### src/logic/cpu_config.svh
//////////////////////////////////////////////////
// core widths, register count and reset address
// bit positions of the instruction fields
//////////////////////////////////////////////////
`ifndef CPU_CONFIG_SVH
`define CPU_CONFIG_SVH

`define XLEN        32          // data and pc width
`define REG_COUNT   16
`define REG_BITS    4
`define PC_START    32'h0       // first fetch after reset
`define CONST_BITS  16
`define BR_OFF_BITS 12
`define JUMP_BITS   27

// low bit of each instruction field
`define OPC_LSB     28
`define ALUOP_LSB   24
`define DREG_LSB    20
`define AREG_LSB    16
`define BREG_LSB    12
`define BRCOND_LSB  25
`define SIGN_BIT    24

`endif

### src/logic/isa_pkg.sv
//////////////////////////////////////////////////
// instruction set types
// opcodes, alu operations, branch conditions
// and the decoded instruction record
//////////////////////////////////////////////////
`include "cpu_config.svh"

package isa_pkg;

    // values not listed here decode as a no-op
    typedef enum logic [3:0] {
        OP_ALU_REG   = 4'd0,
        OP_ALU_CONST = 4'd1,
        OP_BRANCH    = 4'd2,
        OP_JUMP      = 4'd3,
        OP_HALT      = 4'd4
    } opcode_e;

    typedef enum logic [3:0] {
        ALU_OR     = 4'd0,
        ALU_AND    = 4'd1,
        ALU_XOR    = 4'd2,
        ALU_ADD    = 4'd3,
        ALU_SUB    = 4'd4,
        ALU_SHL    = 4'd5,
        ALU_SHR    = 4'd6,
        ALU_NOTA   = 4'd7,
        ALU_LOAD   = 4'd12,
        ALU_LOADHI = 4'd13
    } alu_op_e;

    typedef enum logic [2:0] {
        BR_EQ = 3'd0,
        BR_GT = 3'd1,
        BR_GE = 3'd2,
        BR_U1 = 3'd3,   // never taken
        BR_NE = 3'd4,
        BR_LT = 3'd5,
        BR_LE = 3'd6,
        BR_U2 = 3'd7    // never taken
    } branch_op_e;

    typedef struct packed {
        opcode_e                 opcode;
        alu_op_e                 alu_op;
        branch_op_e              branch_op;
        logic                    sig;          // signed compare
        logic [`REG_BITS-1:0]    areg;
        logic [`REG_BITS-1:0]    breg;
        logic [`REG_BITS-1:0]    dreg;
        logic [`XLEN-1:0]        const_ext;    // already extended for the alu op
        logic [`BR_OFF_BITS-1:0] br_off;
        logic [`JUMP_BITS-1:0]   jump_target;
        logic                    reg_write;    // alu op with nonzero dreg
    } decoded_t;

endpackage

### src/logic/pipe_pkg.sv
//////////////////////////////////////////////////
// pipeline types
// stage latch payloads, write-back record,
// forwarding select and hazard control bundle
//////////////////////////////////////////////////
`include "cpu_config.svh"

package pipe_pkg;

    // fetch -> decode
    typedef struct packed {
        logic [`XLEN-1:0] instr;
        logic [`XLEN-1:0] pc;
    } fe_de_t;

    // decode -> execute
    typedef struct packed {
        isa_pkg::decoded_t dec;
        logic [`XLEN-1:0]  a_val;
        logic [`XLEN-1:0]  b_val;
        logic [`XLEN-1:0]  pc;
    } de_ex_t;

    // execute -> memory, operands are the forwarded ones
    typedef struct packed {
        logic [`XLEN-1:0]  result;
        logic [`XLEN-1:0]  a_val;
        logic [`XLEN-1:0]  b_val;
        isa_pkg::decoded_t dec;
        logic [`XLEN-1:0]  pc;
    } ex_mem_t;

    typedef struct packed {
        logic [`REG_BITS-1:0] dreg;
        logic [`XLEN-1:0]     value;
    } wb_t;

    typedef enum logic [1:0] {
        FWD_NONE = 2'd0,
        FWD_MEM  = 2'd1,
        FWD_WB   = 2'd2
    } fwd_sel_e;

    typedef struct packed {
        logic     hold_all;     // write-back port back-pressured
        logic     flush_front;  // clear fe/de, de/ex and ex/mem latches
        fwd_sel_e fwd_a;
        fwd_sel_e fwd_b;
    } hazard_ctrl_t;

endpackage

### src/logic/branch_stage.sv
//////////////////////////////////////////////////
// memory stage
// branch compare, redirect target and the
// write-back register behind the output port
//////////////////////////////////////////////////
`timescale 1ns/1ps
`include "cpu_config.svh"

module branch_stage
(
    input  logic                   clk,
    input  logic                   reset,
    input  pipe_pkg::hazard_ctrl_t ctrl,
    input  pipe_pkg::ex_mem_t      ex_mem,
    input  logic                   wb_ready,
    output logic                   redirect,
    output logic [`XLEN-1:0]       redirect_target,
    output logic                   wb_valid,
    output pipe_pkg::wb_t          wb_data
);

    logic eq;
    logic lt;
    logic taken;

    assign eq = ex_mem.a_val == ex_mem.b_val;
    assign lt = ex_mem.dec.sig ? ($signed(ex_mem.a_val) < $signed(ex_mem.b_val))
                               : (ex_mem.a_val < ex_mem.b_val);

    always_comb
    begin
        case (ex_mem.dec.branch_op)
            isa_pkg::BR_EQ: taken = eq;
            isa_pkg::BR_GT: taken = !lt && !eq;
            isa_pkg::BR_GE: taken = !lt;
            isa_pkg::BR_NE: taken = !eq;
            isa_pkg::BR_LT: taken = lt;
            isa_pkg::BR_LE: taken = lt || eq;
            default:        taken = 1'b0;   // codes 3 and 7
        endcase
    end

    always_comb
    begin
        redirect        = 1'b0;
        redirect_target = ex_mem.pc;    // halt jumps to itself
        case (ex_mem.dec.opcode)
            isa_pkg::OP_BRANCH:
            begin
                redirect        = taken;
                redirect_target = ex_mem.pc +
                    {{(`XLEN-`BR_OFF_BITS){ex_mem.dec.br_off[`BR_OFF_BITS-1]}}, ex_mem.dec.br_off};
            end
            isa_pkg::OP_JUMP:
            begin
                redirect        = 1'b1;
                redirect_target = {{(`XLEN-`JUMP_BITS){1'b0}}, ex_mem.dec.jump_target};
            end
            isa_pkg::OP_HALT: redirect = 1'b1;
            default:          redirect = 1'b0;
        endcase
    end

    always_ff @(posedge clk)
    begin
        if (reset)
            wb_valid <= 1'b0;
        else if (!ctrl.hold_all)
            wb_valid <= ex_mem.dec.reg_write;
    end

    always_ff @(posedge clk)
    begin
        if (!ctrl.hold_all)
        begin
            wb_data.dreg  <= ex_mem.dec.dreg;
            wb_data.value <= ex_mem.result;
        end
    end

    // record waits unchanged until the port takes it
    a_wb_stable: assert property (@(posedge clk) disable iff (reset)
        wb_valid && !wb_ready |=> wb_valid && $stable(wb_data));

endmodule

### src/logic/cpu_top.sv
//////////////////////////////////////////////////
// five stage pipeline top level
// stage instances and hazard control wiring
//////////////////////////////////////////////////
`timescale 1ns/1ps
`include "cpu_config.svh"

module cpu_top
(
    input  logic              clk,
    input  logic              reset,
    output logic [`XLEN-1:0]  fetch_addr,
    input  logic [`XLEN-1:0]  fetch_instr,
    output logic              wb_valid,
    input  logic              wb_ready,
    output pipe_pkg::wb_t     wb_data
);

    pipe_pkg::fe_de_t       fe_de;
    pipe_pkg::de_ex_t       de_ex;
    pipe_pkg::ex_mem_t      ex_mem;
    pipe_pkg::hazard_ctrl_t ctrl;
    logic                   redirect;
    logic [`XLEN-1:0]       redirect_target;

    fetch_unit u_fetch (
        .clk             (clk),
        .reset           (reset),
        .ctrl            (ctrl),
        .redirect        (redirect),
        .redirect_target (redirect_target),
        .fetch_instr     (fetch_instr),
        .fetch_addr      (fetch_addr),
        .fe_de           (fe_de)
    );

    decode_stage u_decode (
        .clk      (clk),
        .reset    (reset),
        .ctrl     (ctrl),
        .fe_de    (fe_de),
        .wb_valid (wb_valid),
        .wb_ready (wb_ready),
        .wb_data  (wb_data),
        .de_ex    (de_ex)
    );

    execute_stage u_execute (
        .clk        (clk),
        .reset      (reset),
        .ctrl       (ctrl),
        .de_ex      (de_ex),
        .mem_result (ex_mem.result),    // mem stage forwarding source
        .wb_data    (wb_data),
        .ex_mem     (ex_mem)
    );

    branch_stage u_branch (
        .clk             (clk),
        .reset           (reset),
        .ctrl            (ctrl),
        .ex_mem          (ex_mem),
        .wb_ready        (wb_ready),
        .redirect        (redirect),
        .redirect_target (redirect_target),
        .wb_valid        (wb_valid),
        .wb_data         (wb_data)
    );

    hazard_control u_hazard (
        .redirect    (redirect),
        .wb_valid    (wb_valid),
        .wb_ready    (wb_ready),
        .ex_areg     (de_ex.dec.areg),
        .ex_breg     (de_ex.dec.breg),
        .mem_dreg    (ex_mem.dec.dreg),
        .mem_dreg_we (ex_mem.dec.reg_write),
        .wb_dreg     (wb_data.dreg),
        .ctrl        (ctrl)
    );

endmodule

### src/logic/decode_stage.sv
//////////////////////////////////////////////////
// decode stage
// field split, register bank with write bypass,
// decode/execute latch
//////////////////////////////////////////////////
`timescale 1ns/1ps
`include "cpu_config.svh"

module decode_stage
(
    input  logic                   clk,
    input  logic                   reset,
    input  pipe_pkg::hazard_ctrl_t ctrl,
    input  pipe_pkg::fe_de_t       fe_de,
    input  logic                   wb_valid,
    input  logic                   wb_ready,
    input  pipe_pkg::wb_t          wb_data,
    output pipe_pkg::de_ex_t       de_ex
);

    isa_pkg::decoded_t      dec;
    logic [`CONST_BITS-1:0] const_raw;
    logic [`XLEN-1:0]       regs [`REG_COUNT];
    logic [`XLEN-1:0]       a_val;
    logic [`XLEN-1:0]       b_val;
    logic                   wb_fire;

    assign wb_fire   = wb_valid && wb_ready;
    assign const_raw = fe_de.instr[`CONST_BITS-1:0];

    always_comb
    begin
        dec.opcode      = isa_pkg::opcode_e'(fe_de.instr[`OPC_LSB +: 4]);
        dec.alu_op      = isa_pkg::alu_op_e'(fe_de.instr[`ALUOP_LSB +: 4]);
        dec.branch_op   = isa_pkg::branch_op_e'(fe_de.instr[`BRCOND_LSB +: 3]);
        dec.sig         = fe_de.instr[`SIGN_BIT];
        dec.dreg        = fe_de.instr[`DREG_LSB +: `REG_BITS];
        dec.areg        = fe_de.instr[`AREG_LSB +: `REG_BITS];
        dec.breg        = fe_de.instr[`BREG_LSB +: `REG_BITS];
        dec.br_off      = fe_de.instr[`BR_OFF_BITS-1:0];
        dec.jump_target = fe_de.instr[`JUMP_BITS-1:0];

        // load and load-high take the constant unsigned
        if (dec.alu_op == isa_pkg::ALU_LOAD || dec.alu_op == isa_pkg::ALU_LOADHI)
            dec.const_ext = {{(`XLEN-`CONST_BITS){1'b0}}, const_raw};
        else
            dec.const_ext = {{(`XLEN-`CONST_BITS){const_raw[`CONST_BITS-1]}}, const_raw};

        dec.reg_write = (dec.opcode == isa_pkg::OP_ALU_REG ||
                         dec.opcode == isa_pkg::OP_ALU_CONST) && dec.dreg != '0;
    end

    // r0 reads zero, a write in this same cycle goes straight through
    always_comb
    begin
        if (dec.areg == '0)
            a_val = '0;
        else if (wb_fire && wb_data.dreg == dec.areg)
            a_val = wb_data.value;
        else
            a_val = regs[dec.areg];

        if (dec.breg == '0)
            b_val = '0;
        else if (wb_fire && wb_data.dreg == dec.breg)
            b_val = wb_data.value;
        else
            b_val = regs[dec.breg];
    end

    always_ff @(posedge clk)
    begin
        if (reset)
        begin
            for (int i = 0; i < `REG_COUNT; i++)
                regs[i] <= '0;
        end
        else if (wb_fire)
            regs[wb_data.dreg] <= wb_data.value;    // only on a port transfer
    end

    always_ff @(posedge clk)
    begin
        if (reset || ctrl.flush_front)
            de_ex <= '0;
        else if (!ctrl.hold_all)
        begin
            de_ex.dec   <= dec;
            de_ex.a_val <= a_val;
            de_ex.b_val <= b_val;
            de_ex.pc    <= fe_de.pc;
        end
    end

    a_no_r0_write: assert property (@(posedge clk) disable iff (reset)
        wb_fire |-> wb_data.dreg != '0);

endmodule

### src/logic/execute_stage.sv
//////////////////////////////////////////////////
// execute stage
// operand forwarding, constant select, alu,
// execute/memory latch
//////////////////////////////////////////////////
`timescale 1ns/1ps
`include "cpu_config.svh"

module execute_stage
(
    input  logic                   clk,
    input  logic                   reset,
    input  pipe_pkg::hazard_ctrl_t ctrl,
    input  pipe_pkg::de_ex_t       de_ex,
    input  logic [`XLEN-1:0]       mem_result,
    input  pipe_pkg::wb_t          wb_data,
    output pipe_pkg::ex_mem_t      ex_mem
);

    logic [`XLEN-1:0] fwd_a;
    logic [`XLEN-1:0] fwd_b;
    logic [`XLEN-1:0] alu_b;
    logic [`XLEN-1:0] result;

    always_comb
    begin
        case (ctrl.fwd_a)
            pipe_pkg::FWD_MEM: fwd_a = mem_result;
            pipe_pkg::FWD_WB:  fwd_a = wb_data.value;
            default:           fwd_a = de_ex.a_val;
        endcase

        case (ctrl.fwd_b)
            pipe_pkg::FWD_MEM: fwd_b = mem_result;
            pipe_pkg::FWD_WB:  fwd_b = wb_data.value;
            default:           fwd_b = de_ex.b_val;
        endcase
    end

    // constant overrides b after forwarding, breg bits overlap the constant
    assign alu_b = (de_ex.dec.opcode == isa_pkg::OP_ALU_CONST) ? de_ex.dec.const_ext : fwd_b;

    always_comb
    begin
        case (de_ex.dec.alu_op)
            isa_pkg::ALU_OR:     result = fwd_a | alu_b;
            isa_pkg::ALU_AND:    result = fwd_a & alu_b;
            isa_pkg::ALU_XOR:    result = fwd_a ^ alu_b;
            isa_pkg::ALU_ADD:    result = fwd_a + alu_b;
            isa_pkg::ALU_SUB:    result = fwd_a - alu_b;
            isa_pkg::ALU_SHL:    result = fwd_a << alu_b[4:0];
            isa_pkg::ALU_SHR:    result = fwd_a >> alu_b[4:0];
            isa_pkg::ALU_NOTA:   result = ~fwd_a;
            isa_pkg::ALU_LOAD:   result = alu_b;
            isa_pkg::ALU_LOADHI: result = {alu_b[15:0], fwd_a[15:0]};  // constant on top
            default:             result = '0;
        endcase
    end

    always_ff @(posedge clk)
    begin
        if (reset || ctrl.flush_front)
            ex_mem <= '0;
        else if (!ctrl.hold_all)
        begin
            ex_mem.result <= result;
            ex_mem.a_val  <= fwd_a;     // branch compare uses these
            ex_mem.b_val  <= fwd_b;
            ex_mem.dec    <= de_ex.dec;
            ex_mem.pc     <= de_ex.pc;
        end
    end

endmodule

### src/logic/fetch_unit.sv
//////////////////////////////////////////////////
// program counter and fetch/decode latch
//////////////////////////////////////////////////
`timescale 1ns/1ps
`include "cpu_config.svh"

module fetch_unit
(
    input  logic                   clk,
    input  logic                   reset,
    input  pipe_pkg::hazard_ctrl_t ctrl,
    input  logic                   redirect,
    input  logic [`XLEN-1:0]       redirect_target,
    input  logic [`XLEN-1:0]       fetch_instr,
    output logic [`XLEN-1:0]       fetch_addr,
    output pipe_pkg::fe_de_t       fe_de
);

    logic [`XLEN-1:0] pc;

    assign fetch_addr = pc;     // instruction comes back in the same cycle

    always_ff @(posedge clk)
    begin
        if (reset)
            pc <= `PC_START;
        else if (ctrl.hold_all)
            pc <= pc;
        else if (redirect)
            pc <= redirect_target;
        else
            pc <= pc + 1'b1;    // one word per instruction
    end

    always_ff @(posedge clk)
    begin
        if (reset || ctrl.flush_front)
            fe_de <= '0;        // bubble
        else if (!ctrl.hold_all)
        begin
            fe_de.instr <= fetch_instr;
            fe_de.pc    <= pc;
        end
    end

endmodule

### src/logic/hazard_control.sv
//////////////////////////////////////////////////
// pipeline control
// flush on redirect, hold on back-pressure,
// operand forwarding selects for execute
//////////////////////////////////////////////////
`timescale 1ns/1ps
`include "cpu_config.svh"

module hazard_control
(
    input  logic                   redirect,
    input  logic                   wb_valid,
    input  logic                   wb_ready,
    input  logic [`REG_BITS-1:0]   ex_areg,
    input  logic [`REG_BITS-1:0]   ex_breg,
    input  logic [`REG_BITS-1:0]   mem_dreg,
    input  logic                   mem_dreg_we,
    input  logic [`REG_BITS-1:0]   wb_dreg,
    output pipe_pkg::hazard_ctrl_t ctrl
);

    // younger result wins, register 0 never forwards
    function automatic pipe_pkg::fwd_sel_e pick_source(input logic [`REG_BITS-1:0] src);
        pipe_pkg::fwd_sel_e sel;
        sel = pipe_pkg::FWD_NONE;
        if (src != '0)
        begin
            if (mem_dreg_we && mem_dreg == src)
                sel = pipe_pkg::FWD_MEM;
            else if (wb_valid && wb_dreg == src)   // wb_valid implies a register write
                sel = pipe_pkg::FWD_WB;
        end
        return sel;
    endfunction

    always_comb
    begin
        ctrl.hold_all    = wb_valid && !wb_ready;
        ctrl.flush_front = redirect && !ctrl.hold_all;  // redirect waits out a hold
        ctrl.fwd_a       = pick_source(ex_areg);
        ctrl.fwd_b       = pick_source(ex_breg);
    end

endmodule

### config.mk
export PLATFORM = sky130hd
export DESIGN_NAME = cpu_top
export DESIGN_NICKNAME = d
export VERILOG_FILES = /design/src/logic/isa_pkg.sv /design/src/logic/pipe_pkg.sv /design/src/logic/branch_stage.sv /design/src/logic/cpu_top.sv /design/src/logic/decode_stage.sv /design/src/logic/execute_stage.sv /design/src/logic/fetch_unit.sv /design/src/logic/hazard_control.sv
export VERILOG_INCLUDE_DIRS = /design/src /design/src/logic
export SDC_FILE = /design/constraint.sdc
export NUM_CORES = 2
export LEC_CHECK = 0
export BUFFER_PORTS_ARGS = -buffer_cell sky130_fd_sc_hd__buf_2
export CORE_MARGIN = 5
export CORE_UTILIZATION = 50
export DETAILED_ROUTE_END_ITERATION = 8
export PLACE_DENSITY = 0.66
export SETUP_SLACK_MARGIN = 0.15
export SYNTH_ARGS = -nofsm -noshare
export SYNTH_HDL_FRONTEND = slang
export SYNTH_HIERARCHICAL = 1
export SYNTH_SLANG_ARGS = --single-unit
### constraint.sdc
create_clock -name clk -period 13.56 [get_ports clk]
set_clock_uncertainty 0.15 [all_clocks]
set_input_delay 0.678 -clock clk [delete_from_list [all_inputs] [get_ports clk]]
set_output_delay 0.678 -clock clk [all_outputs]
set_load 0.05 [all_outputs]
[Word level (Yosys, flattened, before mapping)]
Memory sizes are Yosys's and may differ from the RTL's. A register that Yosys moved wholly into a read port is not among the register bits.
Index checks and enable logic that the tools add are counted.
Word-level totals
  bits of input ports: 35
  register bits after elaboration: 505
  logic and storage cells: 137
  output and inout bits: 69
  bits in writable memories: 512
  memories: 1
Memory list
  u_decode.regs: words 16, bits a word 32, read ports 2, clocked after memory_dff 2, write ports 16, RTL line decode_stage.sv:23  | logic [`XLEN-1:0] regs [`REG_COUNT];
Operators by class
  reduce and logical (&&, ||, !) cells: 29
  mux-type cells: 32
  add/sub/neg operators: 4
  equal/unequal tests: 32
  order comparisons: 2
  bitwise operators: 4
  shifts and indexed selects: 2
Operators by type and width (number)
  32-bit one-hot mux with 10 select lines: 1
  32-bit 2-to-1 mux: 8
  32-bit one-hot mux with 2 select lines: 3
  32-bit adder: 2
  32-bit less-than comparator: 2
  32-bit by 1-bit adder with 32-bit output (second input constant): 1
  32-bit AND: 1
  32-bit == test: 1
  32-bit inverter: 1
  32-bit OR: 1
  32-bit OR reduction: 1
  32-bit by 5-bit << shifter with 32-bit output: 1
  32-bit by 5-bit >> shifter with 32-bit output: 1
  32-bit subtractor: 1
  32-bit XOR: 1
  4-bit == test: 6
  4-bit by 3-bit == test with 1-bit output (second input constant): 5
  4-bit 2-to-1 mux: 5
  4-bit by 2-bit == test with 1-bit output (second input constant): 4
  4-bit == test (second input constant): 4
  4-bit zero test: 4
  4-bit by 1-bit == test with 1-bit output (second input constant): 3
  2-bit 2-to-1 mux: 6
  4-bit nonzero test: 3
  13 further kinds: 39

[Depth between registers and ports, before layout]
  depth in word-level cells: 10
  mapped depth: 32

[Hierarchy]
Netlist, hierarchy kept.
By module, submodules not included
  decode_stage: area an instance 32404.8 um2, sequential area each 17977.2 um2, cells each 2550, instances 1
  execute_stage: area an instance 17615.6 um2, sequential area each 4484.3 um2, cells each 2292, instances 1
  fetch_unit: area an instance 4254.1 um2, sequential area each 1921.8 um2, cells each 481, instances 1
  branch_stage: area an instance 4217.8 um2, sequential area each 1101.1 um2, cells each 510, instances 1
  hazard_control: area an instance 252.7 um2, sequential area each 0.0 um2, cells each 37, instances 1

[Worst setup path after synthesis]
No wires, ideal clock.
  kind: register to register
  start: register, netlist name u_branch/wb_data[32]
  end: register, netlist name u_execute/ex_mem[223]
  setup slack: 7500 ps
  period minus slack after synthesis: 6060 ps
  cell stages (with the launch flop): 29
  arrival: 5847 ps
  data required time: 13348 ps
  cells stage by stage: edfxtp_1 > xnor2_1 > nand4_1 > nor3_1 > inv_1 > ha_1 > a221o_1 > nand3_1 > and2_1 > buf_4 > buf_2 > buf_2 > buf_2 > ha_1 > nand3_2 > nor2_1 > a21oi_1 > xnor2_1 > ha_1 > clkbuf_1 > a21o_1 > a21o_1 > a21oi_1 > a41oi_1 > a31oi_2 > o221ai_1 > a311o_1 > or3_1 > nand3_1

==> results.md <==
- Max IR drop VDD: 131 uV
- Setup TNS: 0 ps
- Hold WC Path Type: in2reg
- Vias in the first global route: 45183
- Area delta synth->final: 8.01%
- Std-Cell Rows: 124
- Worst Hold Slack: 32.0 ps
- Reg2reg setup slack: 5360 ps
- Vias: 47333
- Io pins: 104
- Mean post-synth cell area: 9.98 um2
- Status: completed
- CP arrival: 8670 ps
- Final hold viol count: 0
- Drt drc: 0
- Multi-input gate area: 29800 um2
- Critical path endpoint category: register
- CP startpoint kind: register
- Final net count: 5778
- Num CTS Buffers: 103
- Pwr dens: 126 nW/um2
- Pin count of the biggest net entering global routing: 147
- Leakage: 0.0226 uW
- Hold_buf cts: 0
- Synth Instances: 5734
- Worst skew pair latency: 720 ps
- RSZ-0062 raised after global routing: false
- Max stage delay on crit path: 1190 ps
- Slew @ Worst Pin: 1320 ps
- Clock-pin transition on the worst setup and hold timing paths: 60 ps
- Syn Nets: 5942
- CTS sink cnt: 955
- CTS tree: built
- Clk root buf: clkbuf_16
- Crit path time final: 8200 ps
- FF+latch area: 24600 um2
- Clock buffer depth: 3
- Crit path buf inv count: 3
- Routed len/inst: 29.0 um
- Yosys warns: 6
- Slew HR: 0.113
- Global-route wire length before repair: 303000 um
- # resized after CTS: 0
- Starting DRT DRC Count: 6194
- Routability cong.: 1.03
- Largest delay contributor family on the critical path: simple AND/OR/NAND/NOR gates
- Initial antenna violation count: 5
- Crit-path max FO: 42
- Crit path kind: reg2reg
- Antenna Nets Post-Route: 0
- Slowest cell on crit path: nor4_1
- Die Y: 348 um
- Cell Area, Synth: 57200 um2
- Drt pass-1 iters: 6
- Global Route Usage Sum: 0.331
- Gr ovfl total: 0
- Fillcell total: 9970
- Total Wirelength: 208000 um
- Max-cap violations: 0
- Crit share post-route: 0.605
- Die Wd: 348 um
- Critical Path RT: 14030 ps
- Fmax: 0.122 GHz
- IO Port Bufs: 103
- Die area: 121000 um2
- Ratio of cells with drive above 1 in the final layout: 0.122
- Postcts setup bufs: 0
- Final Slew Violations: 0
- Starting Density: 0.502
- Core ar.: 114000 um2
- Final setup vio count: 0
- Dpl hpwl: 133000 um
- H-Tree Depth: 3
- Via-to-Cell Ratio: 6.60
[final timing paths]
kind,to,startpoint,cells past startpoint
setup / recovery,u_execute/ex_mem[223],u_decode/de_ex[111],25
hold / removal,u_fetch/fe_de[46],fetch_instr[14],3
setup reg to reg,u_execute/ex_mem[223],u_decode/de_ex[111],25
hold reg to reg,u_decode/de_ex[83],u_decode/de_ex[83],2
[layout make-up]
cell class | instances | share of cell area
inverters | 137 | 0.00832
diodes | 6 | 0.000243
clock inverters | 45 | 0.00650
well taps | 1512 | 0.0306
flip-flops and latches | 955 | 0.398
multi-input cells | 4126 | 0.481
repair buffers | 247 | 0.0260
clock buffers | 148 | 0.0487
[cells in the final DEF (no fill, tap or decap), types with 43 or more instances in the layout]
| cell | count |
|---|---|
| inv_1 | 129 |
| buf_2 | 103 |
| a21oi_1 | 313 |
| o21ai_0 | 199 |
| ha_1 | 170 |
| o22ai_1 | 149 |
| mux2i_1 | 512 |
| buf_4 | 143 |
| a211oi_1 | 132 |
| nor2_1 | 489 |
| clkbuf_16 | 108 |
| a221o_1 | 43 |
| o21a_1 | 43 |
| nor3_1 | 104 |
| a22oi_1 | 55 |
| xnor2_1 | 76 |
| dfxtp_1 | 400 |
| and2_1 | 523 |
| and3_1 | 93 |
| mux4_2 | 130 |
| edfxtp_1 | 548 |
| o21ai_1 | 105 |
| nand3_1 | 51 |
| nand2_1 | 378 |
[routing by layer]
metal  wire [um]  global-route usage  share of wire  up-vias
met1       83200               0.454           0.40    23038
met3       23100              0.0725           0.11      630
li1            -                   -              -    20695
met5           0                   0              0        -
met2       89200               0.496           0.43     2970
met4       12200               0.164          0.059        0
[tightest hold or removal path, cell delays in order]
cell and delay [ps]:
buf_2 70, mux2i_1 50, nor2_1 70
[flip-flops by register name (all words and copies together) (netlist names)]
signal,flops
u_fetch/fetch_addr,32
u_execute/ex_mem,180
u_fetch/fe_de,64
u_decode/regs,512
u_branch/wb_valid,1
u_branch/wb_data,36
u_decode/de_ex,130
[report_power, final]
group	internal [uW]	switching (uW)	leakage (uW)	total, uW
clock	1590	1240	0.00167	2840
sequential	3190	178	0.00904	3370
combinational	535	1040	0.0119	1580
total	5320	2460	0.0226	7780
[stage by stage]
step | util | instance area [um2] | total power, uW | instances | setup WS, ps
floorplan | - | 57200 | 4420 | 5734 | 7500
global placement | 0.512 | 58400 | 4940 | 6977 | 5740
detailed placement | 0.512 | 58400 | 4950 | 6977 | 5660
CTS | 0.542 | 61800 | 7770 | 7170 | 5590
global route | 0.542 | 61800 | 8040 | 7171 | 5080
finish | 0.542 | 61800 | 7780 | 7176 | 5360
No activity file was read; power rests on OpenSTA's default activity.
